===== src/design/dmem_pkg.sv =====
package dmem_pkg;

   localparam int WORD_W = 32;
   localparam int BE_W   = WORD_W / 8;
   localparam int IDX_W  = 14;    // word index room for up to 64 KiB of RAM

   typedef logic [WORD_W-1:0] word_t;
   typedef logic [BE_W-1:0]   be_t;

   // access size, code 3 decodes as a word
   typedef enum logic [1:0] {
      SZ_WORD     = 2'd0,
      SZ_BYTE     = 2'd1,
      SZ_HALF     = 2'd2,
      SZ_WORD_ALT = 2'd3
   } size_e;

   typedef struct packed {
      logic [WORD_W-IDX_W-3:0] upper;
      logic [IDX_W-1:0]        word_idx;
      logic [1:0]              offset;     // byte within the word
   } ram_addr_t;

   // raw view for the register map, split view for the RAM banks
   typedef union packed {
      word_t     raw;
      ram_addr_t ram;
   } dmem_addr_u;

endpackage

===== src/design/cycle_timer.sv =====
`timescale 1ns/1ps

module cycle_timer (
   input  logic            clk,
   input  logic            arst_n,
   input  logic            run,
   input  logic            clear,
   output dmem_pkg::word_t count
);
   import dmem_pkg::*;

   word_t cnt_q;

   always_ff @(posedge clk or negedge arst_n) begin
      if (!arst_n) begin
         cnt_q <= '0;
      end else if (clear) begin
         cnt_q <= '0;    // store to the timer wins over counting
      end else if (run) begin
         cnt_q <= cnt_q + 1'b1;
      end
   end

   assign count = cnt_q;

endmodule


===== config.mk =====
export PLATFORM = sky130hd
export DESIGN_NAME = cycle_timer
export DESIGN_NICKNAME = d
export VERILOG_FILES = /design/src/design/dmem_pkg.sv /design/src/design/cycle_timer.sv
export SDC_FILE = /design/constraint.sdc
export NUM_CORES = 1
export LEC_CHECK = 0
export ABC_AREA = 1
export BUFFER_PORTS_ARGS = -buffer_cell sky130_fd_sc_hd__buf_2
export CELL_PAD_IN_SITES_DETAIL_PLACEMENT = 0
export CELL_PAD_IN_SITES_GLOBAL_PLACEMENT = 1
export CORE_ASPECT_RATIO = 0.7
export CORE_MARGIN = 8
export CORE_UTILIZATION = 35
export CTS_CLUSTER_SIZE = 40
export DETAILED_ROUTE_END_ITERATION = 10
export PLACE_DENSITY = 0.85
export SYNTH_ARGS = -nofsm -noshare
export SYNTH_HDL_FRONTEND = slang
export SYNTH_SLANG_ARGS = --single-unit

===== constraint.sdc =====
create_clock -name clk -period 1.3 [get_ports clk]
set_input_delay 0.26 -clock clk [delete_from_list [all_inputs] [get_ports clk]]
set_output_delay 0.26 -clock clk [all_outputs]
set_load 0.1 [all_outputs]

; Yosys cells after proc, flatten, opt, wreduce, memory -nomap -nowiden
; Index checks and enable logic that the tools add are counted.
[word_totals]
inputBits = 4
out_inout_bits = 32
wordCells = 5
ff_bits = 32
[classes]
reduce_logical = 1
addsub = 1
n_mux = 2
[ops]
columns = op, n
row1 = 32-bit two-way mux, 2
row2 = 32-bit by 1-bit adder with 32-bit output (second input constant), 1
row3 = 2-bit nonzero test, 1

; Logic depth before layout (Yosys ltp)
[logic_depth]
depth_word = 3
mapped_depth = 9

; Worst setup path after synthesis
; No wires, ideal clock.
[synth_path]
path_kind = register to register
from = register cnt_q[0], in the netlist count[0]
to = register cnt_q[26], in the netlist count[26]
stages_incl_launch_ff = 9
arrival_time_ns = 2.058
setup_slack_ns = -0.882
path_cell_list = dfrtp_1 ha_1 nand3_1 nor2_4 nand2_2 nor2_1 nand3_1 nand2_1 nor2_1
[synth_via]
elab_chain_cells = 3
[synth_lines]
columns = item, line_no
row1 = start: declaration, cycle_timer.sv:12  ; word_t cnt_q;
row2 = start signal: assignment, cycle_timer.sv:20  ; cnt_q <= cnt_q + 1'b1;
row3 = 32-bit by 1-bit adder with 32-bit output, cycle_timer.sv:20
row4 = 32-bit two-way mux, cycle_timer.sv:19  ; end else if (run) begin
row5 = 32-bit two-way mux, cycle_timer.sv:17  ; end else if (clear) begin
; No other way between the ends. The select of a mux whose other input is x is not followed.
; A chain may end at the register's enable or synchronous reset.

; Worst setup path after layout
[layout_path]
from = register cnt_q[1], in the netlist count[1]
to = output count[1]
[layout_rtl]
columns = item, line_no
row1 = end: declaration, cycle_timer.sv:8  ; output dmem_pkg::word_t count
; No word-level cell between the ends.

==> reports/results.ini <==
[yosys]
synth_ff_type=dfrtp_1
synth_area_um2=1890
synth_edf_count=0
syn-instance-count=273
synth_commonest_cells=nand2_1, nor2_1, dfrtp_1, inv_1, a21oi_1
synth_area_leaders=dfrtp_1, nand2_1, nor2_1, inv_1, a21oi_1
yosysMostFrequentCell=nand2_1
yosysTopAreaCellShare=0.424
ys_types=21
async_flop_share=1.00
synth_fp_nets=278
synth_seq_cells=32
ys.warnings.count=0
synth_largest_area_cell=dfrtp_1
ys_seq_area_frac=0.424
syn_area_per_cell_um2=6.92

[sta]
period_share=1.14
slew_headroom=0.826
setup_viol=43
rsz0062_at_grt=true
fin_crit_ns=1.48
setup_tns_ns=-2.14
hold_viol_final=0
worstMarginPinSlew_ns=0.261
setup_ws_ns=-0.184
finalHoldWorstSlack_ns=0.278
slew_violations=0
fmax_mhz=674
skew_ns=0.00923

[clocking]
h-tree-depth=2
clk_latency_ns=0.28
cts_tree=done
clockRootBuffer=clkbuf_8
path_clk_slew_ns=0.07
cts_buffers=5
cts.sinks=32
clockBufferDepth=2

[die]
initial_core_util=0.361
pin_count=36
die_area_um2=8040
dieWidth_um=104
rows=22
core_um2=5230
die_h_um=77.5

[route]
wire_per_inst_um=13.7
drt-total-wl_um=6130
firstDrtPassIters=4
antenna_left=0
dr_wl_met2_um=2890
drt_iter0_drc=109
vias=2164
routed.top_layer=met4
drc=0
vias_per_cell=4.85
wl_met3_um=301
m1WireLength_um=2860

[placement]
port_buffers=35
place_congestion=0.823
placed_cell_area_um2=3070
dp_hpwl_um=4320
dp_worst_setup_slack_ns=-0.129

[worst_hold_path]
holdCritPathClass=primary input to flip-flop

[layout]
syn_to_final_growth_pct=91.8
largest_reg_flops=32
drive_gt1_frac=0.516
antenna_cells=0
nNetsFinal=378
final_util=0.693
final_cell_area_um2=3620

[worst_setup_path]
required_ns=1.04
cp-end-kind=output port
worstPathArrival_ns=1.22
crit_fanout=4
critPathKind=flip-flop to output port
worstSetupStartpointType=flip-flop

[global_routing]
grt_max_degree=33
grt_pass1_vias=1975
grt_pass1_wl_um=9740
grt_use_total=0.146
gr-total-overflow=0
antenna_found_initial=0

[run_status]
status=complete, but fails checks
violations=negative setup slack

[power]
powerDensity_nw_per_um2=568
worst_ir_drop_vdd_mv=0.492
power.leakage_uw=0.00155

[job]
maxCapViolCount=0

==> power by group <==
part / leakage, uW / internal (uW) / switching, uW
clock: 0.0000510 / 423 / 386
sequential: 0.000386 / 1010 / 11.6
combinational: 0.00112 / 93.8 / 138
total: 0.00155 / 1520 / 535
==> layer usage <==
layer	track usage	vias up
met5	0	-
li1	-	1060
met2	0.224	66
met1	0.198	1028
met4	0.0403	0
met3	0.0355	10
==> critical path, cell delays in order (launching register included) <==
cell and delay (ns):
dfrtp_4 0.51, buf_4 0.15, buf_4 0.13, buf_12 0.16
==> kinds of logic (layout without fill, tap and decap cells) <==
kind of cell / Yosys count / in the layout / share of synthesized area
xor+xnor: 1 / 1 / 0.00464
simple gates: 177 / 177 / 0.415
flops: 32 / 32 / 0.424
fa+ha+maj: 1 / 1 / 0.00662
compound gates: 30 / 30 / 0.0815
buf+inv: 32 / 133 / 0.0682
==> repair_timing <==
item                       CTS  global route
resized for setup           31            45
pin swaps                   10            17
setup endpoints to repair   44            50
hold buffers                 1             0
cloned                       0             0
buffers inserted             9            13
hold endpoints to repair    32             0
==> layout make-up <==
cell class,count,area [um^2]
inverter,29,111
sequential,32,902
timing repair buffer,96,1240
clock inverter,2,10.0
fill,411,1610
tap,72,90.1
multi-input combinational,209,1180
clock buffer,6,82.6
==> cells in the final DEF (no fill, tap or decap) <==
cell type,synthesis,final
a21oi_1,19,16
a21oi_2,0,3
a2bb2oi_1,1,1
buf_12,0,35
buf_2,1,3
buf_4,0,33
buf_6,1,24
clkbuf_8,0,6
clkinv_2,0,2
dfrtp_1,32,1
dfrtp_2,0,6
dfrtp_4,0,25
dlygate4sd3_1,0,1
ha_4,0,1
inv_1,28,27
inv_2,1,1
inv_4,0,1
nand2_1,75,63
nand2_2,7,13
nand2_4,0,6
nand3_1,18,12
nand3_2,0,4
nand3_4,0,2
nand3b_1,1,1
nand4_1,3,3
nor2_1,61,46
nor2_2,3,8
nor2_4,8,18
nor3_1,1,1
o21ai_0,9,4
o21ai_1,1,4
o21ai_2,0,2
xnor2_1,1,1
==> path summary, 6_finish.rpt <==
kind / startpoint / endpoint / slack (ns) / depth (start not counted)
min in group asynchronous: arst_n / count[5] / 0.45 / 3
setup reg to reg: count[1] / count[16] / -0.15 / 8
hold / removal: clear / count[0] / 0.28 / 3
setup / recovery: count[1] / count[1] / -0.18 / 3
hold reg to reg: count[31] / count[31] / 0.62 / 2
max in group asynchronous: arst_n / count[16] / 0.64 / 3
==> stage by stage <==
| stage | std cells | power (uW) |
|---|---|---|
| 6_report | 446 | 2060 |
| 5_1_grt | 446 | 2160 |
| 4_1_cts | 433 | 2060 |
| 3_5_place_dp | 415 | 1250 |
| 3_3_place_gp | 415 | 1250 |
| 2_1_floorplan | 273 | 1140 |
Note: power is estimated with default switching activity, not from simulation.
