[src/design/dmem_pkg.sv]
package dmem_pkg;

   localparam int WORD_W = 32;
   localparam int BE_W   = WORD_W / 8;
   localparam int IDX_W  = 14;    // word index room for up to 64 KiB of RAM

   typedef logic [WORD_W-1:0] word_t;
   typedef logic [BE_W-1:0]   be_t;

   // access size, code 3 decodes as a word
   typedef enum logic [1:0] {
      SZ_WORD     = 2'd0,
      SZ_BYTE     = 2'd1,
      SZ_HALF     = 2'd2,
      SZ_WORD_ALT = 2'd3
   } size_e;

   typedef struct packed {
      logic [WORD_W-IDX_W-3:0] upper;
      logic [IDX_W-1:0]        word_idx;
      logic [1:0]              offset;     // byte within the word
   } ram_addr_t;

   // raw view for the register map, split view for the RAM banks
   typedef union packed {
      word_t     raw;
      ram_addr_t ram;
   } dmem_addr_u;

endpackage
[src/design/lane_if.sv]
`timescale 1ns/1ps

interface lane_if #(
   parameter int AW = 10
) ();
   import dmem_pkg::*;

   logic [AW-1:0] waddr;
   word_t         wdata;
   be_t           wbe;
   logic [AW-1:0] raddr;
   wire word_t    rdata;    // each bank drives its own byte

   modport writer (output waddr, wdata, wbe);
   modport reader (output raddr, input rdata);
   modport bank   (input waddr, wdata, wbe, raddr, output rdata);

endinterface

[src/design/write_port_fsm.sv]
`timescale 1ns/1ps

module write_port_fsm #(
   parameter int DEPTH = 12
) (
   input  logic                 clk,
   input  logic                 arst_n,
   input  logic                 run,
   input  logic                 we,
   input  logic                 ram_store,
   input  logic [DEPTH-3:0]     word_idx,
   input  dmem_pkg::word_t      st_data,
   input  dmem_pkg::be_t        st_be,
   input  logic                 load_req,
   input  dmem_pkg::dmem_addr_u load_addr,
   input  dmem_pkg::word_t      load_data,
   output logic                 load_ack,
   lane_if.writer               lanes
);
   import dmem_pkg::*;

   localparam logic [1:0] S_IDLE     = 2'd0;
   localparam logic [1:0] S_WRITE    = 2'd1;
   localparam logic [1:0] S_ACK_WAIT = 2'd2;

   logic [1:0] state, state_nxt;
   logic       pipe_wr;

   assign pipe_wr = run & we & ram_store;   // pipeline always wins the port

   always_comb begin
      state_nxt = state;
      case (state)
         S_IDLE: begin
            if (load_req) state_nxt = S_WRITE;
         end
         S_WRITE: begin
            if (!pipe_wr) state_nxt = S_ACK_WAIT;   // loader word goes in this cycle
         end
         S_ACK_WAIT: begin
            if (!load_req) state_nxt = S_IDLE;
         end
         default: state_nxt = S_IDLE;
      endcase
   end

   always_ff @(posedge clk or negedge arst_n) begin
      if (!arst_n) begin
         state <= S_IDLE;
      end else begin
         state <= state_nxt;
      end
   end

   assign load_ack = (state == S_ACK_WAIT);

   always_comb begin
      lanes.waddr = word_idx;
      lanes.wdata = st_data;
      lanes.wbe   = '0;
      if (pipe_wr) begin
         lanes.wbe = st_be;
      end else if (state == S_WRITE) begin
         lanes.waddr = load_addr.ram.word_idx[DEPTH-3:0];
         lanes.wdata = load_data;
         lanes.wbe   = {BE_W{1'b1}};
      end
   end

   ack_needs_req : assert property (@(posedge clk) disable iff (!arst_n)
      load_ack |-> $past(load_req))
      else $error("load_ack raised without a loader request");

endmodule

[src/flat_wrapper.sv]
// flat-port wrapper written by rule: the top's interface ports become plain ports
module write_port_fsm_flat import dmem_pkg::*;
#(
   parameter int DEPTH = 12
)
  (clk, arst_n, run, we, ram_store, word_idx, st_data, st_be, load_req, load_addr, load_data, load_ack, lanes_waddr, lanes_wdata, lanes_wbe);
  lane_if lanes_i ();
  input  logic clk;
  input  logic arst_n;
  input  logic run;
  input  logic we;
  input  logic ram_store;
  input  logic [DEPTH-3:0] word_idx;
  input  dmem_pkg::word_t st_data;
  input  dmem_pkg::be_t st_be;
  input  logic load_req;
  input  dmem_pkg::dmem_addr_u load_addr;
  input  dmem_pkg::word_t load_data;
  output logic load_ack;
  output wire logic [$bits(lanes_i.waddr)-1:0] lanes_waddr;
  output wire logic [$bits(lanes_i.wdata)-1:0] lanes_wdata;
  output wire logic [$bits(lanes_i.wbe)-1:0] lanes_wbe;
  assign lanes_waddr = lanes_i.waddr;
  assign lanes_wdata = lanes_i.wdata;
  assign lanes_wbe = lanes_i.wbe;
  write_port_fsm #(.DEPTH(DEPTH)) u_core (.clk(clk), .arst_n(arst_n), .run(run), .we(we), .ram_store(ram_store), .word_idx(word_idx), .st_data(st_data), .st_be(st_be), .load_req(load_req), .load_addr(load_addr), .load_data(load_data), .load_ack(load_ack), .lanes(lanes_i));
endmodule
[config.mk]
export PLATFORM = sky130hd
export DESIGN_NAME = write_port_fsm_flat
export DESIGN_NICKNAME = d
export VERILOG_FILES = /design/src/design/dmem_pkg.sv /design/src/design/lane_if.sv /design/src/design/write_port_fsm.sv /design/src/flat_wrapper.sv
export SDC_FILE = /design/constraint.sdc
export NUM_CORES = 1
export LEC_CHECK = 0
export ABC_AREA = 1
export BUFFER_PORTS_ARGS = -buffer_cell sky130_fd_sc_hd__buf_2
export CORE_AREA = 2 2 63 65
export CTS_CLUSTER_DIAMETER = 30
export CTS_CLUSTER_SIZE = 20
export DETAILED_ROUTE_END_ITERATION = 8
export DIE_AREA = 0 0 65 67
export HOLD_SLACK_MARGIN = 0.1
export PLACE_DENSITY = 0.74
export SYNTH_ARGS = -nofsm -noshare
export SYNTH_HDL_FRONTEND = slang
export SYNTH_SLANG_ARGS = --single-unit
[constraint.sdc]
create_clock -name clk -period 1.3 [get_ports clk]
set_clock_uncertainty 0.05 [all_clocks]
set_input_delay 0.13 -clock clk [delete_from_list [all_inputs] [get_ports clk]]
set_output_delay 0.13 -clock clk [all_outputs]
set_load 0.005 [all_outputs]
# Word-level counts from Yosys, hierarchy flattened
# Index checks and enable logic that the tools add are counted.
dict set report totals {
  ff_bits 2
  elab_cells 20
  inputBits 116
  out_inout_bits 47
}
dict set report op_classes {
  bitwise_logic 2
  reduce_logical 2
  eq_ne 5
  muxes 10
}
# operator count
set ops {}
lappend ops {{two-way mux 32 bit} 2}
lappend ops {{two-way mux 10 bit} 2}
lappend ops {{two-way mux 4 bit} 2}
lappend ops {{two-way mux 2 bit} 3}
lappend ops {{inequality test 2 bit, second input constant} 3}
lappend ops {{case mux 2 bit (3 select lines)} 1}
lappend ops {{AND reduction 3 bit} 1}
lappend ops {{AND 1 bit} 2}
lappend ops {{== test 2 x 1 -> 1 bit, second input constant} 1}
lappend ops {{== test 2 bit, second input constant} 1}
lappend ops {{logical NOT 2 bit} 1}

# Depth between registers and ports, before layout
dict set report depth {
  word_depth 4
  ltp_mapped 7
  mapped_depth_nobuf 5
}

# Worst setup path after synthesis
# Ideal clock, no wire load.
dict set report synth_timing {
  path_type {reg2out}
  from {register u_core.state[1]}
  to {output lanes_waddr[5]}
  slack_ns 0.137
  n_path_buf 2
  t_arrival_ns 0.983
  stages_incl_launch_ff 7
  t_required_ns 1.120
  cell_sequence {dfrtp_1 > nor2_4 > nand2_1 > buf_6 > buf_6 > nand2_1 > nand2_1}
}
dict set report synth_between {
  elab_chain_len 3
}
# element line_no
set synth_lines {}
lappend synth_lines {{start: declaration} write_port_fsm.sv:26} ;# logic [1:0] state, state_nxt;
lappend synth_lines {{start signal: assignment} write_port_fsm.sv:51} ;# state <= state_nxt;
lappend synth_lines {{== test 2 x 1 -> 1 bit} write_port_fsm.sv:63} ;# end else if (state == S_WRITE) begin
lappend synth_lines {{two-way mux 10 bit} write_port_fsm.sv:63}
lappend synth_lines {{two-way mux 10 bit} write_port_fsm.sv:61} ;# if (pipe_wr) begin
lappend synth_lines {{end: declaration} flat_wrapper.sv:20} ;# output wire logic [$bits(lanes_i.waddr)-1:0] lanes_waddr;
# No other way between the ends.

# Worst setup path in the final report
dict set report layout_timing {
  from {register u_core.state[0]}
  to {output lanes_wdata[26]}
}
dict set report layout_between {
  elab_chain_len 3
}
# element line_no
set layout_lines {}
lappend layout_lines {{== test 2 x 1 -> 1 bit} write_port_fsm.sv:63}
lappend layout_lines {{two-way mux 32 bit} write_port_fsm.sv:63}
lappend layout_lines {{two-way mux 32 bit} write_port_fsm.sv:61}
lappend layout_lines {{end: declaration} flat_wrapper.sv:21} ;# output wire logic [$bits(lanes_i.wdata)-1:0] lanes_wdata;
# No other way between the ends.

==> results.py <==
metrics = {
    "run_status": {
        "status": "finished, violations left",
        "violations": "setup timing",
    },
    "placement": {
        "portBuffers": 140,
        "gp_congestion": 0.705,
        "placed_area_um2": 1510,
        "post-place-ws_ps": -35.0,
        "dp_hpwl_mm": 2.60,
    },
    "cells_and_area": {
        "drive_gt1_frac": 0.577,
        "design_area_um2": 1760,
        "top_regs": "u_core.state x2",
        "nets": 423,
        "fin_util": 0.487,
        "regMostFlops": "u_core.state",
        "largest_register_ffs": 2,
        "antenna_cells": 0,
        "syn_to_final_growth_pct": 135,
        "mostFrequentLayoutCells": "buf_2 (140), nand2_1 (79), nand3_1 (42), nand2_4 (9), nand2_2 (7)",
        "final_common_cell": "buf_2",
    },
    "timing": {
        "setup_ws_ps": -202,
        "slew_headroom": 0.875,
        "worst_slew_pin_slew_ps": 187,
        "hold_violations": 0,
        "fin_tns_setup_ps": -8370,
        "drv_slew": 0,
        "max_clock_freq_mhz": 666,
        "holdWs_ps": 192,
        "fin_crit_sh": 1.16,
        "setup_viol": 46,
        "period_minus_slack_ps": 1500,
        "rsz0062_at_grt": "yes",
    },
    "power_and_ir_drop": {
        "pwr-share-comb": 0.862,
        "pwr-share-seq": 0.043,
        "intPower_uw": 1420,
        "leakagePower_uw": 0.00116,
        "p_sw_uw": 1200,
        "power_density_nw_per_um2": 1490,
        "clockPowerShare": 0.095,
        "irDropWorstVdd_mv": 0.733,
        "power_switching_share": 0.459,
    },
    "floorplan": {
        "floorplan.initialDensity": 0.207,
        "core-area_um2": 3610,
        "num_rows": 22,
        "die_area_um2": 4360,
        "die_w_um": 65,
        "io_pins": 163,
        "fp.dieH_um": 67,
    },
    "logic_synthesis": {
        "syn_inst": 160,
        "ys_seq_area_frac": 0.0669,
        "syn_avg_cell_area_um2": 4.68,
        "synth.top_cell.area_share": 0.477,
        "synthTopCellsByArea": "nand2_1 (48%), nand3_1 (28%), dfrtp_1 (6.7%), buf_6 (6.0%), buf_2 (3.3%)",
        "synth_area_um2": 748,
        "yosys_warnings": 0,
        "yosys.area.top_type": "nand2_1",
        "ys_seq_elements": 2,
        "syn_nets": 276,
        "yosysUniqueCellTypes": 13,
    },
    "setup_path": {
        "critPathSlowestCell": "dfrtp_1",
        "reg2reg_setup_slack_ps": 240,
        "cp_top_family": "simple AND/OR/NAND/NOR gates",
        "crit_type": "flip-flop to primary output",
        "crit_path_max_fanout": 6,
        "end_kind": "primary output",
        "cpPeakStageDelay_ps": 350,
        "arrival_ps": 1320,
        "cp.required_ps": 1120,
        "path_buf_inv": 3,
        "crit_chain": "inv_2 > nor2_4 > nand2_4 > clkbuf_16 > nand2_2 > nand2_1 > buf_2",
        "crit_path_start_kind": "flip-flop",
    },
    "drt": {
        "dr_total_vias": 1523,
        "drt_first_pass_iters": 4,
        "first_iter_violations": 33,
        "post_drt_via_cell_ratio": 4.31,
        "final_antenna_net_count": 0,
        "route.detailed.drc": 0,
        "wl_mm": 3.58,
        "post_drt_wl_per_cell_um": 10.1,
    },
    "grt": {
        "grt_first_pass_wirelength_mm": 5.23,
        "gr-total-overflow": 0,
        "track_usage": 0.149,
        "antenna_found_initial": 0,
        "grt_start_max_net_pins": 27,
        "grt_pass1_vias": 1339,
    },
    "job": {
        "cap_violations": 0,
    },
    "clocking": {
        "tritoncts": "built",
        "cts_buffer_depth": 2,
        "clk_pin_slew_worst_paths_ps": 30,
        "htreeDepth": 1,
        "numCtsBuffers": 3,
        "root_buffer": "clkbuf_8",
        "worstSkewPairLatency_ps": 210,
        "cts.sinks": 2,
    },
    "min_path": {
        "hold_class": "primary input to asynchronous set/reset pin",
    },
}
-- cell type report --
| cell class | count | area [um^2] |
|---|---|---|
| multi-input cells | 142 | 694 |
| fillers | 366 | 1850 |
| clock buffers | 3 | 41.3 |
| repair buffers | 155 | 898 |
| well taps | 48 | 60.1 |
| flip-flops and latches | 2 | 50.0 |
| inverters | 3 | 11.3 |
-- final timing paths --
| kind | start | to | depth (start not counted) |
|---|---|---|---|
| worst max-delay path | u_core.state[0] | lanes_wdata[26] | 7 |
| worst min register to register | u_core.state[0] | u_core.state[0] | 3 |
| worst max register to register | u_core.state[0] | u_core.state[1] | 5 |
| max in group asynchronous | arst_n | u_core.state[1] | 2 |
| min in group clk | ram_store | u_core.state[0] | 4 |
| worst min-delay path | arst_n | u_core.state[0] | 2 |
-- layer usage --
metal,GRT usage,wire [um]
met5,0,0
met4,0.0479,12
met3,0.0152,319
met2,0.312,1890
met1,0.150,1370
-- power groups by stage --
stage / logic, uW / registers [uW] / clock network (uW)
floorplan: 1050 / 116 / 0
global placement: 1820 / 112 / 0
detailed placement: 1840 / 114 / 0
CTS: 1950 / 113 / 258
global route: 2530 / 116 / 263
finish: 2260 / 113 / 248
-- cells by family after synthesis --
family,Yosys count,share of synthesized area
AOI/OAI and AO/OA,2,0.0134
buffers and inverters,16,0.129
DFF,2,0.0669
and+or+nand+nor,140,0.791
-- per-stage QoR --
| step | instances | power, uW |
|---|---|---|
| 6_report | 353 | 2620 |
| 2_1_floorplan | 160 | 1170 |
| 3_3_place_gp | 343 | 1930 |
| 5_1_grt | 353 | 2900 |
| 3_5_place_dp | 343 | 1950 |
| 4_1_cts | 349 | 2330 |
-- synth_stat cells, drive strengths merged --
cell	count
nand3	43
o21ai	1
inv	3
buf	9
clkbuf	4
dfrtp	2
a21oi	1
nor2	2
nand2	95
-- repair_timing --
item                                    CTS  global route
endpoints found under the setup margin   46            47
hold buffers                              2             0
pin swaps                                 2             1
cloned                                    0             2
resized for setup                         7            25
setup buffers                             1             3
hold endpoints to repair                  3             0
No activity file was read; power rests on OpenSTA's default activity.
