[config.mk]
export PLATFORM = sky130hd
export DESIGN_NAME = mmio_port
export DESIGN_NICKNAME = d
export VERILOG_FILES = /design/src/design/mmio_pkg.sv /design/src/design/dmem_pkg.sv /design/src/design/mmio_port.sv
export SDC_FILE = /design/constraint.sdc
export NUM_CORES = 1
export LEC_CHECK = 0
export BUFFER_PORTS_ARGS = -buffer_cell sky130_fd_sc_hd__buf_4
export CORE_MARGIN = 4
export CORE_UTILIZATION = 30
export CTS_CLUSTER_SIZE = 8
export DETAILED_ROUTE_END_ITERATION = 12
export PLACE_DENSITY_LB_ADDON = 0.25
export SLEW_MARGIN = 20
export SYNTH_ARGS = -nofsm -noshare
export SYNTH_HDL_FRONTEND = slang
export SYNTH_SLANG_ARGS = --single-unit
[constraint.sdc]
create_clock -name clk -period 1.9 [get_ports clk]
set_input_delay 0.38 -clock clk [delete_from_list [all_inputs] [get_ports clk]]
set_output_delay 0.38 -clock clk [all_outputs]
set_load 0.02 [all_outputs]
[src/design/mmio_pkg.sv]
package mmio_pkg;

   // full 32-bit compare, no partial decode
   localparam logic [31:0] UART_ADDR     = 32'h1000_0000;
   localparam logic [31:0] FIFO_IN_ADDR  = 32'hF000_0000;
   localparam logic [31:0] FIFO_CNT_ADDR = 32'hF000_0004;
   localparam logic [31:0] FIFO_OUT_ADDR = 32'hF000_0008;
   localparam logic [31:0] TIMER_ADDR    = 32'hF000_000C;

endpackage

[src/design/dmem_pkg.sv]
package dmem_pkg;

   localparam int WORD_W = 32;
   localparam int BE_W   = WORD_W / 8;
   localparam int IDX_W  = 14;    // word index room for up to 64 KiB of RAM

   typedef logic [WORD_W-1:0] word_t;
   typedef logic [BE_W-1:0]   be_t;

   // access size, code 3 decodes as a word
   typedef enum logic [1:0] {
      SZ_WORD     = 2'd0,
      SZ_BYTE     = 2'd1,
      SZ_HALF     = 2'd2,
      SZ_WORD_ALT = 2'd3
   } size_e;

   typedef struct packed {
      logic [WORD_W-IDX_W-3:0] upper;
      logic [IDX_W-1:0]        word_idx;
      logic [1:0]              offset;     // byte within the word
   } ram_addr_t;

   // raw view for the register map, split view for the RAM banks
   typedef union packed {
      word_t     raw;
      ram_addr_t ram;
   } dmem_addr_u;

endpackage
[src/design/mmio_port.sv]
`timescale 1ns/1ps

module mmio_port (
   input  logic                 clk,
   input  logic                 arst_n,
   input  logic                 run,
   input  logic                 we,
   input  logic                 mem_to_reg,
   input  logic                 reg_we_in,
   input  dmem_pkg::dmem_addr_u addr,
   input  dmem_pkg::word_t      st_data,
   input  dmem_pkg::word_t      alu_result,
   input  dmem_pkg::word_t      ld_data,
   input  dmem_pkg::word_t      count,
   input  dmem_pkg::word_t      fifo_in_data,
   input  dmem_pkg::word_t      fifo_in_count,
   input  logic [4:0]           rd_in,
   output logic                 ram_store,
   output logic                 clear,
   output dmem_pkg::word_t      reg_wdata,
   output logic                 reg_we_out,
   output logic [4:0]           reg_rd,
   output dmem_pkg::word_t      uart_data,
   output dmem_pkg::word_t      fifo_out_data,
   output logic                 uart_we,
   output logic                 fifo_out_we,
   output logic                 fifo_in_re
);
   import dmem_pkg::*;
   import mmio_pkg::*;

   logic  hit_uart, hit_fifo_in, hit_fifo_cnt, hit_fifo_out, hit_timer;
   logic  m2r_q, fifo_cnt_q, fifo_in_q, timer_q;
   word_t alu_q, count_q;

   assign hit_uart     = (addr.raw == UART_ADDR);
   assign hit_fifo_in  = (addr.raw == FIFO_IN_ADDR);
   assign hit_fifo_cnt = (addr.raw == FIFO_CNT_ADDR);
   assign hit_fifo_out = (addr.raw == FIFO_OUT_ADDR);
   assign hit_timer    = (addr.raw == TIMER_ADDR);

   assign ram_store = we & ~(hit_uart | hit_fifo_in | hit_fifo_cnt | hit_fifo_out | hit_timer);
   assign clear     = run & we & hit_timer;

   always_ff @(posedge clk or negedge arst_n) begin
      if (!arst_n) begin
         reg_we_out  <= 1'b0;
         uart_we     <= 1'b0;
         fifo_out_we <= 1'b0;
         fifo_in_re  <= 1'b0;
      end else begin
         reg_we_out  <= run & reg_we_in;
         uart_we     <= run & we & hit_uart;
         fifo_out_we <= run & we & hit_fifo_out;
         fifo_in_re  <= run & mem_to_reg & hit_fifo_in;   // pop after the read
      end
   end

   always_ff @(posedge clk) begin
      reg_rd     <= rd_in;
      m2r_q      <= mem_to_reg;
      alu_q      <= alu_result;
      count_q    <= count;    // value seen in the load cycle
      fifo_cnt_q <= hit_fifo_cnt;
      fifo_in_q  <= hit_fifo_in;
      timer_q    <= hit_timer;
      if (run && we && hit_uart) begin
         uart_data <= st_data;
      end
      if (run && we && hit_fifo_out) begin
         fifo_out_data <= st_data;
      end
   end

   always_comb begin
      if (!m2r_q) begin
         reg_wdata = alu_q;
      end else if (fifo_cnt_q) begin
         reg_wdata = fifo_in_count;
      end else if (fifo_in_q) begin
         reg_wdata = fifo_in_data;
      end else if (timer_q) begin
         reg_wdata = count_q;
      end else begin
         reg_wdata = ld_data;
      end
   end

   one_access : assert property (@(posedge clk) disable iff (!arst_n)
      run && we |-> !mem_to_reg)
      else $error("load and store requested in the same cycle");

endmodule

# Yosys cells after proc, flatten, opt, wreduce, memory -nomap -nowiden
# Index checks and enable logic that the tools add are counted.
dict set report totals {
  reg_bits 141
  latchBits 0
  mem_bits_rw 0
  rom_bits 0
  input_bits 235
  output_inout_bits 107
  elab_cells 38
  n_memories 0
}
dict set report op_classes {
  addsub 0
  mul 0
  n_div 0
  n_lt_le_gt_ge 0
  eq_ne 5
  shift 0
  mux 4
  n_bitwise 13
  reduce_logical 3
}
# operator count
set op_table {}
lappend op_table {{== test 32 bit (second input constant)} 4}
lappend op_table {{two-way mux 32 bit} 4}
lappend op_table {{== test 32 x 29 -> 1 bit (second input constant)} 1}
lappend op_table {{bitwise AND 1 bit} 8}
lappend op_table {{bitwise OR 1 bit} 4}
lappend op_table {{logical AND 1 bit} 3}
lappend op_table {{NOT 1 bit} 1}

# Logic depth before layout (Yosys ltp)
dict set report depth {
  word_depth 7
  mapped_depth 5
  depth_no_buf 3
}

# Worst setup path after synthesis
# No wires, ideal clock.
dict set report synth_timing {
  kind {input-to-reg}
  startpoint {input addr[11] (netlist bit)}
  endpoint {register fifo_out_data[0], enable pin}
  setup_time_ps 504
  arrival_time_ps 4198
  t_required_ps 1396
  path_slack_ps -2802
  stages 3
  path_buffers 0
  path_cell_list {nor4b_1 -> nand4_2 -> nor4_1}
}
dict set report synth_via {
  elab_chain_cells 2
}
# element line
set synth_rtl {}
lappend synth_rtl {{start, declared} mmio_port.sv:10} ;# input dmem_pkg::dmem_addr_u addr,
lappend synth_rtl {{== test 32 bit} mmio_port.sv:39} ;# assign hit_fifo_out = (addr.raw == FIFO_OUT_ADDR);
lappend synth_rtl {{logical AND 1 bit} mmio_port.sv:70} ;# if (run && we && hit_fifo_out) begin
lappend synth_rtl {{end signal, assigned} mmio_port.sv:71} ;# fifo_out_data <= st_data;
lappend synth_rtl {{end, declared} mmio_port.sv:24} ;# output dmem_pkg::word_t fifo_out_data,
# No other way between the ends.
# A chain may end at the register's enable or synchronous reset.

# Final worst setup path
dict set report layout_timing {
  startpoint {register timer_q}
  endpoint {output reg_wdata[29]}
}
dict set report layout_via {
  elab_chain_cells 4
}
# element line
set layout_rtl {}
lappend layout_rtl {{start, declared} mmio_port.sv:33} ;# logic m2r_q, fifo_cnt_q, fifo_in_q, timer_q;
lappend layout_rtl {{start signal, assigned} mmio_port.sv:66} ;# timer_q <= hit_timer;
lappend layout_rtl {{two-way mux 32 bit} mmio_port.sv:82} ;# end else if (timer_q) begin
lappend layout_rtl {{two-way mux 32 bit} mmio_port.sv:80} ;# end else if (fifo_in_q) begin
lappend layout_rtl {{two-way mux 32 bit} mmio_port.sv:78} ;# end else if (fifo_cnt_q) begin
lappend layout_rtl {{two-way mux 32 bit} mmio_port.sv:76} ;# if (!m2r_q) begin
lappend layout_rtl {{end, declared} mmio_port.sv:20} ;# output dmem_pkg::word_t reg_wdata,
# No other way between the ends.

==> flow_summary.json <==
{
  "status": "finished with violations",
  "failed_checks": "negative setup slack",
  "p_comb_frac": 0.107,
  "grt_pass1_vias": 4560,
  "syn-num-nets": 623,
  "core_area_sq_um": 16500,
  "die-area_sq_um": 18900,
  "drc": 0,
  "cts_tree": "built",
  "cts.sinks": 141,
  "start_util": 0.304,
  "rsz0062_at_grt": "yes",
  "netlist_area_sq_um": 5030,
  "grt_max_degree": 65,
  "die_h_microns": 137,
  "slew-limit-headroom": 0.688,
  "wl_per_cell_microns": 18.0,
  "crit_arrival_ns": 1.81,
  "maxClockFrequency_mhz": 457,
  "yosys_warnings": 0,
  "regArea_sq_um": 3490,
  "critPathSlowestCell": "dfxtp_4",
  "syn_inst": 388,
  "fin_ws_ns": -0.288,
  "critical_path.cell_chain": "buf_12, mux2_2, o211ai_1, a31oi_1, buf_4",
  "overflow": 0,
  "critPathCaptureType": "primary output",
  "area_growth_pct": 74.7,
  "final_cell_mix": "350 x buf_4, 70 x dfxtp_1, 64 x edfxtp_1, 34 x nand2_1",
  "ys_ff_latch": 141,
  "antenna_cells": 0,
  "post_dp_cell_area_sq_um": 8080,
  "seqPwrFrac": 0.455,
  "hold_viol": 0,
  "mostFrequentLayoutCell": "buf_4",
  "postRouteAntennaNets": 0,
  "tightest_slew_ns": 0.464,
  "place_congestion": 0.798,
  "grt_usage": 0.173,
  "numPortBuffers": 341,
  "synth.yosys.seq_area_share": 0.693,
  "viasPerCell": 4.57,
  "design_area_sq_um": 8790,
  "fill_cells": 1472,
  "cts.path.max_buffers": 2,
  "critPathMaxFanout": 18,
  "setup_viol_count_final": 32,
  "crit_type": "reg -> out",
  "first_pass_iters": 4,
  "drive_above_1_share": 0.579,
  "critPathLaunchType": "flop",
  "hp-class": "in -> reg",
  "whs_ns": 0.0675,
  "cts_buffers": 17,
  "p_int_mw": 5.56,
  "vias": 4453,
  "slowest_delay_ns": 0.39,
  "clk_pin_slew_worst_paths_ns": 0.06,
  "ir_drop_mv": 0.555,
  "drt_iter0_markers": 205,
  "avgSynthCellArea_sq_um": 13.0,
  "synth_cell_types": 28,
  "p_clk_frac": 0.438,
  "p_leak_nw": 3.73,
  "preCtsSetupSlack_ns": -0.136,
  "grt_pass1_wl_microns": 24500,
  "powerDensity_nw_per_um2": 819,
  "fin_crit_ns": 2.19,
  "multi_input_area_sq_um": 1660,
  "power.share.switching": 0.227,
  "antenna_found_initial": 0,
  "final_nets": 977,
  "num_io_pins": 342,
  "wl_microns": 17500,
  "cts_root_buf": "clkbuf_16",
  "finalMaxSlewViolations": 0,
  "fin_crit_sh": 1.15,
  "hpwl_microns": 13300,
  "p_sw_mw": 1.63,
  "max_cap_violations": 0,
  "required_ns": 1.52,
  "finalSetupTns_ns": -7.55,
  "fp-row-count": 47,
  "die_width_microns": 137,
  "cts_max_level": 4
}
-- cells in the mapped netlist --
| library cell | number | area share |
|---|---|---|
| a31oi_1 | 32 | 0.040 |
| nor3_1 | 1 | 0.00099 |
| clkbuf_2 | 1 | 0.00099 |
| o211ai_1 | 32 | 0.048 |
| mux2_2 | 25 | 0.056 |
| mux2_1 | 7 | 0.016 |
| buf_1 | 1 | 0.00075 |
| nor2_1 | 33 | 0.025 |
| nand4b_1 | 1 | 0.0017 |
| buf_2 | 8 | 0.0080 |
| nand2b_1 | 33 | 0.041 |
| dfrtp_1 | 4 | 0.020 |
| nor4_1 | 11 | 0.014 |
| inv_1 | 1 | 0.00075 |
| nand4_1 | 1 | 0.0012 |
| dfxtp_1 | 73 | 0.29 |
| nand4_2 | 1 | 0.0025 |
| o31a_1 | 1 | 0.0017 |
| o41a_1 | 1 | 0.0022 |
| and2_1 | 1 | 0.0012 |
| nor4b_1 | 1 | 0.0017 |
| or4_1 | 1 | 0.0015 |
| nor4_2 | 1 | 0.0025 |
| clkbuf_1 | 15 | 0.011 |
| edfxtp_1 | 64 | 0.38 |
| nand3_1 | 3 | 0.0030 |
| nand2_1 | 34 | 0.025 |
| or2_1 | 1 | 0.0012 |
-- sequential cells by signal (all words and copies together) (netlist names), 5 cells and up --
signal / count
fifo_out_data: 32
alu_q: 32
count_q: 32
reg_rd: 5
uart_data: 32
-- per-layer routing --
layer	share of wire	vias up	global-route usage
met5	0	-	0
met3	0.073	17	0.0460
met4	0.015	0	0.0626
met2	0.55	201	0.318
li1	-	2131	-
met1	0.37	2104	0.190
-- cells by family after synthesis --
| logic type | synth area share |
|---|---|
| AO/OA/AOI/OAI | 0.0916 |
| buffers and inverters | 0.0216 |
| flip-flops | 0.693 |
| multiplexers | 0.0717 |
| AND/OR/NAND/NOR | 0.122 |
-- power groups by stage --
stage | clock (mW) | combinational (mW) | sequential, mW
after floorplan | 0 | 0.216 | 3.34
after global placement | 0 | 0.739 | 3.34
after detailed placement | 0 | 0.754 | 3.34
after CTS | 3.25 | 0.766 | 3.27
after global routing | 3.38 | 0.821 | 3.28
final | 3.15 | 0.771 | 3.27
-- cell type report --
class | instances | area share
multi-input cells | 221 | 0.189
clock inverters | 14 | 0.0151
clock buffers | 18 | 0.0488
flip-flops and latches | 141 | 0.397
well taps | 220 | 0.0313
inverters | 1 | 0.000427
repair buffers | 360 | 0.319
-- critical path, delay by kind of cell, from the launching register on --
family                 cells  cell delay, ns
DFF                        1            0.39
buffers and inverters      2            0.37
AOI/OAI and AO/OA          2            0.29
muxes                      1            0.35
-- stage by stage --
step | power [mW] | utilization | cells
after floorplan | 3.55 | - | 388
after global placement | 4.07 | 0.489 | 939
after detailed placement | 4.09 | 0.489 | 939
after CTS | 7.29 | 0.528 | 973
after global routing | 7.48 | 0.532 | 975
final | 7.19 | 0.532 | 975
-- worst paths after layout --
kind                                    endpoint  cells after the start  slack [ns]            start
min in group asynchronous  fifo_out_we$_DFF_PN0_                      2        0.30           arst_n
hold / removal                 reg_rd[1]$_DFF_P_                      1        0.07         rd_in[1]
setup / recovery                   reg_wdata[29]                      5       -0.29  timer_q$_DFF_P_
max in group asynchronous   reg_we_out$_DFF_PN0_                      2        1.49           arst_n
-- repair_timing --
action,in CTS,in global routing
pin swaps,20,15
cloned,1,0
setup buffers,1,3
hold buffers,1,0
hold endpoints to repair,4,0
gates resized for setup,14,16
setup endpoints to repair,33,34
Note: power is estimated with default switching activity, not from simulation.
