File: src/design/dmem_pkg.sv
package dmem_pkg;

   localparam int WORD_W = 32;
   localparam int BE_W   = WORD_W / 8;
   localparam int IDX_W  = 14;    // word index room for up to 64 KiB of RAM

   typedef logic [WORD_W-1:0] word_t;
   typedef logic [BE_W-1:0]   be_t;

   // access size, code 3 decodes as a word
   typedef enum logic [1:0] {
      SZ_WORD     = 2'd0,
      SZ_BYTE     = 2'd1,
      SZ_HALF     = 2'd2,
      SZ_WORD_ALT = 2'd3
   } size_e;

   typedef struct packed {
      logic [WORD_W-IDX_W-3:0] upper;
      logic [IDX_W-1:0]        word_idx;
      logic [1:0]              offset;     // byte within the word
   } ram_addr_t;

   // raw view for the register map, split view for the RAM banks
   typedef union packed {
      word_t     raw;
      ram_addr_t ram;
   } dmem_addr_u;

endpackage
File: src/design/lane_if.sv
`timescale 1ns/1ps

interface lane_if #(
   parameter int AW = 10
) ();
   import dmem_pkg::*;

   logic [AW-1:0] waddr;
   word_t         wdata;
   be_t           wbe;
   logic [AW-1:0] raddr;
   wire word_t    rdata;    // each bank drives its own byte

   modport writer (output waddr, wdata, wbe);
   modport reader (output raddr, input rdata);
   modport bank   (input waddr, wdata, wbe, raddr, output rdata);

endinterface

File: src/design/byte_align.sv
`timescale 1ns/1ps

module byte_align #(
   parameter int DEPTH = 12
) (
   input  logic                 clk,
   input  logic                 run,
   input  logic                 we,
   input  logic                 mem_to_reg,
   input  dmem_pkg::dmem_addr_u addr,
   input  dmem_pkg::size_e      size,
   input  dmem_pkg::word_t      wdata,
   input  logic                 unsigned_load,
   output dmem_pkg::word_t      st_data,
   output dmem_pkg::be_t        st_be,
   output dmem_pkg::word_t      ld_data,
   lane_if.reader               lanes
);
   import dmem_pkg::*;

   be_t        be_base;
   logic [1:0] off_q;
   size_e      size_q;
   logic       sext_q;
   word_t      shifted;

   // store side
   always_comb begin
      case (size)
         SZ_BYTE: be_base = 4'b0001;
         SZ_HALF: be_base = 4'b0011;
         SZ_WORD, SZ_WORD_ALT: be_base = 4'b1111;
         default: be_base = 4'b1111;
      endcase
   end

   assign st_data = wdata << {addr.ram.offset, 3'b000};
   assign st_be   = be_base << addr.ram.offset;

   assign lanes.raddr = addr.ram.word_idx[DEPTH-3:0];

   // follow the bank read latency
   always_ff @(posedge clk) begin
      off_q  <= addr.ram.offset;
      size_q <= size;
      sext_q <= ~unsigned_load;
   end

   assign shifted = lanes.rdata >> {off_q, 3'b000};

   always_comb begin
      case (size_q)
         SZ_BYTE: ld_data = {{24{sext_q & shifted[7]}}, shifted[7:0]};
         SZ_HALF: ld_data = {{16{sext_q & shifted[15]}}, shifted[15:0]};
         default: ld_data = shifted;
      endcase
   end

   word_aligned : assert property (@(posedge clk)
      run && (we || mem_to_reg) && (size inside {SZ_WORD, SZ_WORD_ALT})
      |-> addr.ram.offset == 2'b00)
      else $error("misaligned word access at %h", addr.raw);

   half_aligned : assert property (@(posedge clk)
      run && (we || mem_to_reg) && size == SZ_HALF |-> !addr.ram.offset[0])
      else $error("misaligned halfword access at %h", addr.raw);

endmodule

File: src/flat_wrapper.sv
// flat-port wrapper written by rule: the top's interface ports become plain ports
module byte_align_flat import dmem_pkg::*;
#(
   parameter int DEPTH = 12
)
  (clk, run, we, mem_to_reg, addr, size, wdata, unsigned_load, st_data, st_be, ld_data, lanes_raddr, lanes_rdata);
  lane_if lanes_i ();
  input  logic clk;
  input  logic run;
  input  logic we;
  input  logic mem_to_reg;
  input  dmem_pkg::dmem_addr_u addr;
  input  dmem_pkg::size_e size;
  input  dmem_pkg::word_t wdata;
  input  logic unsigned_load;
  output dmem_pkg::word_t st_data;
  output dmem_pkg::be_t st_be;
  output dmem_pkg::word_t ld_data;
  output wire logic [$bits(lanes_i.raddr)-1:0] lanes_raddr;
  input wire logic [$bits(lanes_i.rdata)-1:0] lanes_rdata;
  assign lanes_raddr = lanes_i.raddr;
  assign lanes_i.rdata = lanes_rdata;
  byte_align #(.DEPTH(DEPTH)) u_core (.clk(clk), .run(run), .we(we), .mem_to_reg(mem_to_reg), .addr(addr), .size(size), .wdata(wdata), .unsigned_load(unsigned_load), .st_data(st_data), .st_be(st_be), .ld_data(ld_data), .lanes(lanes_i));
endmodule
File: config.mk
export PLATFORM = sky130hd
export DESIGN_NAME = byte_align_flat
export DESIGN_NICKNAME = d
export VERILOG_FILES = /design/src/design/dmem_pkg.sv /design/src/design/lane_if.sv /design/src/design/byte_align.sv /design/src/flat_wrapper.sv
export SDC_FILE = /design/constraint.sdc
export NUM_CORES = 1
export LEC_CHECK = 0
export ABC_AREA = 1
export BUFFER_PORTS_ARGS = -buffer_cell sky130_fd_sc_hd__clkbuf_2
export CORE_MARGIN = 1.5
export CORE_UTILIZATION = 35
export DETAILED_ROUTE_END_ITERATION = 6
export PLACE_DENSITY = 0.82
export SETUP_SLACK_MARGIN = 0.05
export SLEW_MARGIN = 20
export SYNTH_ARGS = -nofsm -noshare
export SYNTH_HDL_FRONTEND = slang
export SYNTH_SLANG_ARGS = --single-unit
File: constraint.sdc
create_clock -name clk -period 2.3 [get_ports clk]
set_input_delay 0.575 -clock clk [delete_from_list [all_inputs] [get_ports clk]]
set_output_delay 0.575 -clock clk [all_outputs]
set_load 0.02 [all_outputs]
# Yosys cells after proc, flatten, opt, wreduce, memory -nomap -nowiden
# Cells that the tools add are included.
# op_classes
n_addsub	0
n_mul	0
div_mod_pow	0
n_lt_le_gt_ge	0
eq_ne	5
shift	3
muxes	2
n_bitwise	3
n_reduce_logical	2
# ops
cell	count
32-bit case mux with 2 select lines	1
32-bit by 5-bit << shifter with 32-bit output	1
32-bit by 5-bit >> shifter with 32-bit output	1
4-bit case mux with 3 select lines	1
2-bit equality test, second input constant	3
2-bit by 1-bit equality test with 1-bit output, second input constant	2
4-bit by 2-bit << shifter with 4-bit output	1
1-bit bitwise AND	2
2-bit logical NOT	1
2-bit OR reduction	1
1-bit inverter	1
# totals
register_bits	5
latchBits	0
ramBits	0
rom_bits	0
input_bits	103
word_cells	18
memories	0

# Depth between registers and ports, before layout
# Gate-level depths: netlist (run 1).
# logic_depth
depth_word	4
ltp_mapped	8

# Least setup slack after synthesis (run 1)
# OpenSTA, ideal clock, no wires.
# synth_path
path_type	in2out
start	input addr[0] (netlist bit)
end	output st_data[0]
arrival_ns	1.571
t_required_ns	1.725
path_slack_ns	0.154
path_stages	5
n_path_buf	2
cell_sequence	buf_2 buf_6 nor2_2 inv_1 nor2_1
# synth_via
elab_chain_len	1
# synth_lines
element	line_no	rtl
start, declared	flat_wrapper.sv:12	input dmem_pkg::dmem_addr_u addr;
32-bit by 5-bit << shifter with 32-bit output	byte_align.sv:37	assign st_data = wdata << {addr.ram.offset, 3'b000};
end, declared	flat_wrapper.sv:16	output dmem_pkg::word_t st_data;
# Every way passes these cells.

# Worst setup path in the final report (run 1)
# layout_path
start	register u_core.size_q[0]
end	output ld_data[18]
# layout_via
elab_chain_len	2
elab_cells_between_ends	3
classes_between	eq/ne (2); mux (1)
# layout_lines
element	line_no	rtl
start, declared	byte_align.sv:23	size_e size_q;
start signal, assigned	byte_align.sv:45	size_q <= size;
2-bit equality test or 2-bit by 1-bit equality test with 1-bit output (tied branches)	byte_align.sv:52	case (size_q)
32-bit case mux with 2 select lines (*)	byte_align.sv:52	
end, declared	flat_wrapper.sv:18	output dmem_pkg::word_t ld_data;
# Every way passes the cells marked *; elsewhere a longest branch is shown, timed or not.

==> impl_metrics.json, run 1 <==
{
  "root_buffer": "clkbuf_8",
  "synth_top_area_share_pct": 17.23,
  "setup_violations": 0,
  "die_w_um": 70.41,
  "dp_hpwl_mm": 4.438,
  "arrival_ps": 1670,
  "fin_crit_ps": 2247,
  "hold_path.class": "in2reg",
  "vias": 2510,
  "ys_ff_latch": 5,
  "grt_max_degree": 43,
  "path_class": "reg2out",
  "syn_inst": 291,
  "ios": 181,
  "crit_path_end_kind": "output pin",
  "synth_async_sr_flop_share_pct": 0,
  "post-synth-top-count-cell": "nand2_1",
  "syn_to_final_growth_pct": 55.86,
  "worstPathMaxFanout": 8,
  "antenna_found_initial": 0,
  "syn_area_per_cell_um2": 5.465,
  "drc_errors": 0,
  "routedWlPerCell_um": 13.14,
  "layout.nets": 525,
  "drv_cap": 0,
  "yosysWarnings": 0,
  "status": "finished, final reports clean",
  "synthFlopType": "dfxtp_1",
  "fin_crit_sh_pct": 97.69,
  "synth.largest_area_cell": "nand2_1",
  "cts_buffer_depth": 2,
  "ant_nets": 0,
  "core_um2": 4354,
  "ys_top_cells_by_area": "nand2_1 17%, o21ai_0 7.9%, nand3_1 7.2%, a22oi_1 7.1%, inv_1 6.6%",
  "grt_pass1_vias": 2147,
  "cp-start-kind": "flip-flop",
  "power.total_mw": 0.8626,
  "first_pass_iters": 5,
  "numCtsBuffers": 3,
  "ys_types": 26,
  "finalSetupTns_ps": 0,
  "syn_area_um2": 1590,
  "yosysSeqAreaShare_pct": 6.294,
  "diodes": 0,
  "hold-worst-slack_ps": 475.6,
  "cts_tree": "yes",
  "synth_nets": 397,
  "cp.required_ps": 1730,
  "clkSlewWorstSetupHoldPaths_ps": 40,
  "netlist_top_cells_count": "73 x nand2_1, 28 x inv_1, 26 x nor2_1",
  "viasPerCell": 5.340,
  "worstSetupStartpoint": "u_core.size_q[0]",
  "slew_headroom_pct": 76.57,
  "fp.dieH_um": 70.41,
  "clock-sinks": 5,
  "start_util_pct": 36.52,
  "power_leakage_nw": 1.471,
  "powerDensity_nw_per_um2": 348.0,
  "tightest_slew_ps": 351.4,
  "drt_iter0_drc": 166,
  "fp.dieArea_um2": 4957,
  "cts_hold_buf": 0,
  "port_buffers": 137,
  "vdd_drop_max_v": 0.0001425,
  "slew_viol_final": 0,
  "rsz0062_at_grt": "true",
  "rows": 24,
  "drive_gt1_share_pct": 44.74,
  "hold_violations": 0,
  "synth_edf_count": 0,
  "overflow": 0,
  "grt_util_all_layers_pct": 22.21,
  "grt_pass1_wl_mm": 9.308,
  "min_from": "size[1]",
  "cts_max_level": 1,
  "max_freq_mhz": 445.1,
  "holdPathStages": 1,
  "wirelength_mm": 6.176,
  "place.gp.congestion": 0.8848
}
cell usage in the layout (no fill, tap or decap), drive strengths merged:
master / Yosys / final
clkinv: 1 / 1
nor2: 29 / 29
a21oi: 18 / 18
nand3: 27 / 30
o22ai: 8 / 8
ha: 3 / 3
inv: 31 / 31
clkbuf: 2 / 138
or2: 6 / 6
nor3: 1 / 1
buf: 30 / 18
and2: 1 / 1
o211ai: 14 / 14
a22oi: 15 / 15
dfxtp: 5 / 5
nand2: 75 / 75
o21ai: 25 / 25
per-stage QoR:
step / util, % / worst slack, ps / std cells / area [um2]
final: 56.93 / 53.11 / 470 / 2479
after global routing: 56.93 / -19.86 / 470 / 2479
after CTS: 55.57 / 36.93 / 468 / 2420
after detailed placement: 50.43 / 87.23 / 457 / 2196
after global placement: 50.43 / 111.1 / 457 / 2196
after floorplan: - / 154.0 / 291 / 1590
registers in the layout (all words and copies together), names as in the netlist:
| register | flops |
|---|---|
| u_core.sext_q | 1 |
| u_core.off_q | 2 |
| u_core.size_q | 2 |
critical path: stages (launching register included):
cell	delay, ps
dfxtp_2	330
inv_2	40
ha_4	260
inv_2	40
buf_6	110
nor2_4	140
buf_12	140
o211ai_1	100
nand3_1	160
buf_6	140
routing by layer:
layer	routed length (um)	GRT usage, %	vias up	part of all wire [%]
li1	-	-	1224	-
met1	2320	24.18	1120	38
met2	3120	42.14	152	51
met3	558	4.040	14	9.0
met4	176	7.906	0	2.8
met5	0	0	-	0
worst paths after layout:
check,endpoint
min,u_core.size_q[1]
max,ld_data[18]
report_power, final:
part | total, mW | internal, mW | switching (mW)
Clock | 0.156 | 0.119 | 0.0377
Sequential | 0.0977 | 0.0925 | 0.00527
Combinational | 0.609 | 0.236 | 0.373
Total | 0.863 | 0.447 | 0.416
cell type report:
class / instances / area, um2
Inverter: 32 / 120.1
Multi-Input combinational cell: 225 / 1250
Clock buffer: 4 / 45.04
Tap cell: 52 / 65.06
Sequential cell: 5 / 102.6
Timing Repair Buffer: 152 / 895.9
Fill cell: 419 / 1876
cell families after synthesis:
logic type	Yosys count	share of synthesized area, %
AND/OR/NAND/NOR	139	39.26
AO/OA/AOI/OAI	80	30.37
buffers and inverters	64	21.72
flip-flops	5	6.295
adder cells (fa/ha/maj)	3	2.361
what timing repair did:
item                       in CTS  in global routing
cloned                          3                  1
gates resized for setup        21                 13
setup endpoints to repair      24                 33
pin swaps                       4                  3
setup buffers                   4                  1
Note: power is estimated with default switching activity, not from simulation.
==> inputs of run 2 (changes only) <==
==> constraint.sdc (replaced) <==
create_clock -name clk -period 2.4 [get_ports clk]
set_input_delay 0.6 -clock clk [delete_from_list [all_inputs] [get_ports clk]]
set_output_delay 0.6 -clock clk [all_outputs]
set_load 0.02 [all_outputs]
==> impl_metrics.json, run 2 (synthesized netlist as in run 1, its figures left out) <==
{
  "status": "finished, final reports clean",
  "grt_pass1_wl_mm": 8.935,
  "fin_crit_sh_pct": 96.15,
  "mostFrequentLayoutCells": "130 x clkbuf_2, 72 x nand2_1, 28 x inv_1",
  "fp.dieArea_um2": 4957,
  "layout.nets": 520,
  "vias": 2466,
  "grt_pass1_vias": 2136,
  "multi_input_area_um2": 1245,
  "first_pass_iters": 4,
  "ios": 181,
  "ant_nets": 0,
  "clock-sinks": 5,
  "worstPathCellList": "inv_1, ha_4, inv_2, nand2_1, nor2_4, buf_12, nand3_4, nand3_1, clkbuf_2",
  "grt_util_all_layers_pct": 21.49,
  "finalSetupTns_ps": 0,
  "power.clock.fraction_pct": 18.8,
  "hold_path.class": "in2reg",
  "swShare_pct": 48.82,
  "drive_gt1_share_pct": 43.58,
  "worstPathMaxFanout": 6,
  "hold_violations": 0,
  "syn_to_final_growth_pct": 50.75,
  "wirelength_mm": 5.932,
  "dp_hpwl_mm": 4.396,
  "nFillCells": 434,
  "numCtsBuffers": 3,
  "rows": 24,
  "start_util_pct": 36.52,
  "fin_util_pct": 55.06,
  "p_switching_mw": 0.3911,
  "final_common_cell": "clkbuf_2",
  "vdd_drop_max_v": 0.0001463,
  "drt_iter0_drc": 158,
  "cp_num_buf_inv": 4,
  "rsz0062_at_grt": "false",
  "worstSetupStartpoint": "u_core.size_q[0]",
  "seq_power_share_pct": 11.6,
  "viasPerCell": 5.303,
  "min_from": "size[1]",
  "largestRegisters": "u_core.off_q: 2 flops, u_core.size_q: 2 flops, u_core.sext_q: 1 flops",
  "crit_path_end_kind": "output pin",
  "diodes": 0,
  "die_w_um": 70.41,
  "place.gp.congestion": 0.8879,
  "drc_errors": 0,
  "grt_max_degree": 43,
  "setup_violations": 0,
  "core_um2": 4354,
  "comb_power_share_pct": 69.6,
  "cp-start-kind": "flip-flop",
  "overflow": 0,
  "cp.required_ps": 1800,
  "fin_crit_ps": 2308,
  "drv_cap": 0,
  "arrival_ps": 1710,
  "slew_headroom_pct": 75.77,
  "clkSlewWorstSetupHoldPaths_ps": 30,
  "fp.dieH_um": 70.41,
  "cts_tree": "yes",
  "critPathTopFamily": "simple AND/OR/NAND/NOR gates",
  "register_area_um2": 101.3,
  "cts_max_level": 1,
  "routedWlPerCell_um": 12.76,
  "port_buffers": 137,
  "powerDensity_nw_per_um2": 334.2,
  "tightest_slew_ps": 363.4,
  "slowest_delay_ps": 310,
  "p_int_mw": 0.4100,
  "cts_buffer_depth": 2,
  "slew_viol_final": 0,
  "slowest_stage": "dfxtp_2",
  "power_leakage_nw": 1.446,
  "root_buffer": "clkbuf_8",
  "max_freq_mhz": 433.3,
  "antenna_found_initial": 0,
  "power.total_mw": 0.8011,
  "path_class": "reg2out"
}
run 2: cell types whose count changed in the layout (fill, tap and decap cells not counted), sizes merged:
cell    delta
clkbuf     -4
buf        -1
run 2: power groups by stage:
stage,registers (mW),clock network [mW],logic (mW)
after floorplan,0.0913,0,0.363
after global placement,0.0933,0,0.515
after detailed placement,0.0935,0,0.520
after CTS,0.0924,0.154,0.527
after global routing,0.0939,0.162,0.605
final,0.0931,0.151,0.557
run 2: stage by stage:
stage / std cells / instance area (um2) / hold WS (ps) / worst slack (ps)
after floorplan: 291 / 1590 / 627.7 / 204.0
after global placement: 456 / 2188 / 720.7 / 154.9
after detailed placement: 456 / 2188 / 722.1 / 166.6
after CTS: 461 / 2258 / 498.0 / 45.32
after global routing: 465 / 2397 / 505.0 / 18.41
final: 465 / 2397 / 500.3 / 92.36
run 2: worst paths after layout:
check | endpoint | slack (ps) | cells after the start
min | u_core.size_q[1] | 500 | 1
max | ld_data[18] | 90 | 9
run 2: area by class of cell:
cell class,instances,area share (%)
repair buffers,147,34.24
inverters,32,5.010
clock buffers,4,1.879
well taps,52,2.714
flip-flops and latches,5,4.228
multi-input cells,225,51.93
run 2: metal layers:
layer  vias up  global-route usage, %  routed length [um]
met2       154                  38.68                2931
li1       1220                      -                   -
met5         -                      0                   0
met3        18                  3.752                 552
met4         0                  11.32                 212
met1      1074                  23.74                2234
run 2: timing repair:
action	4_1_cts	5_1_grt
hold buffers	0	0
setup buffers	0	2
endpoints found under the setup margin	24	24
gates resized for setup	3	25
gates cloned	1	2
endpoints found under the hold margin	0	0
pin swaps	1	7
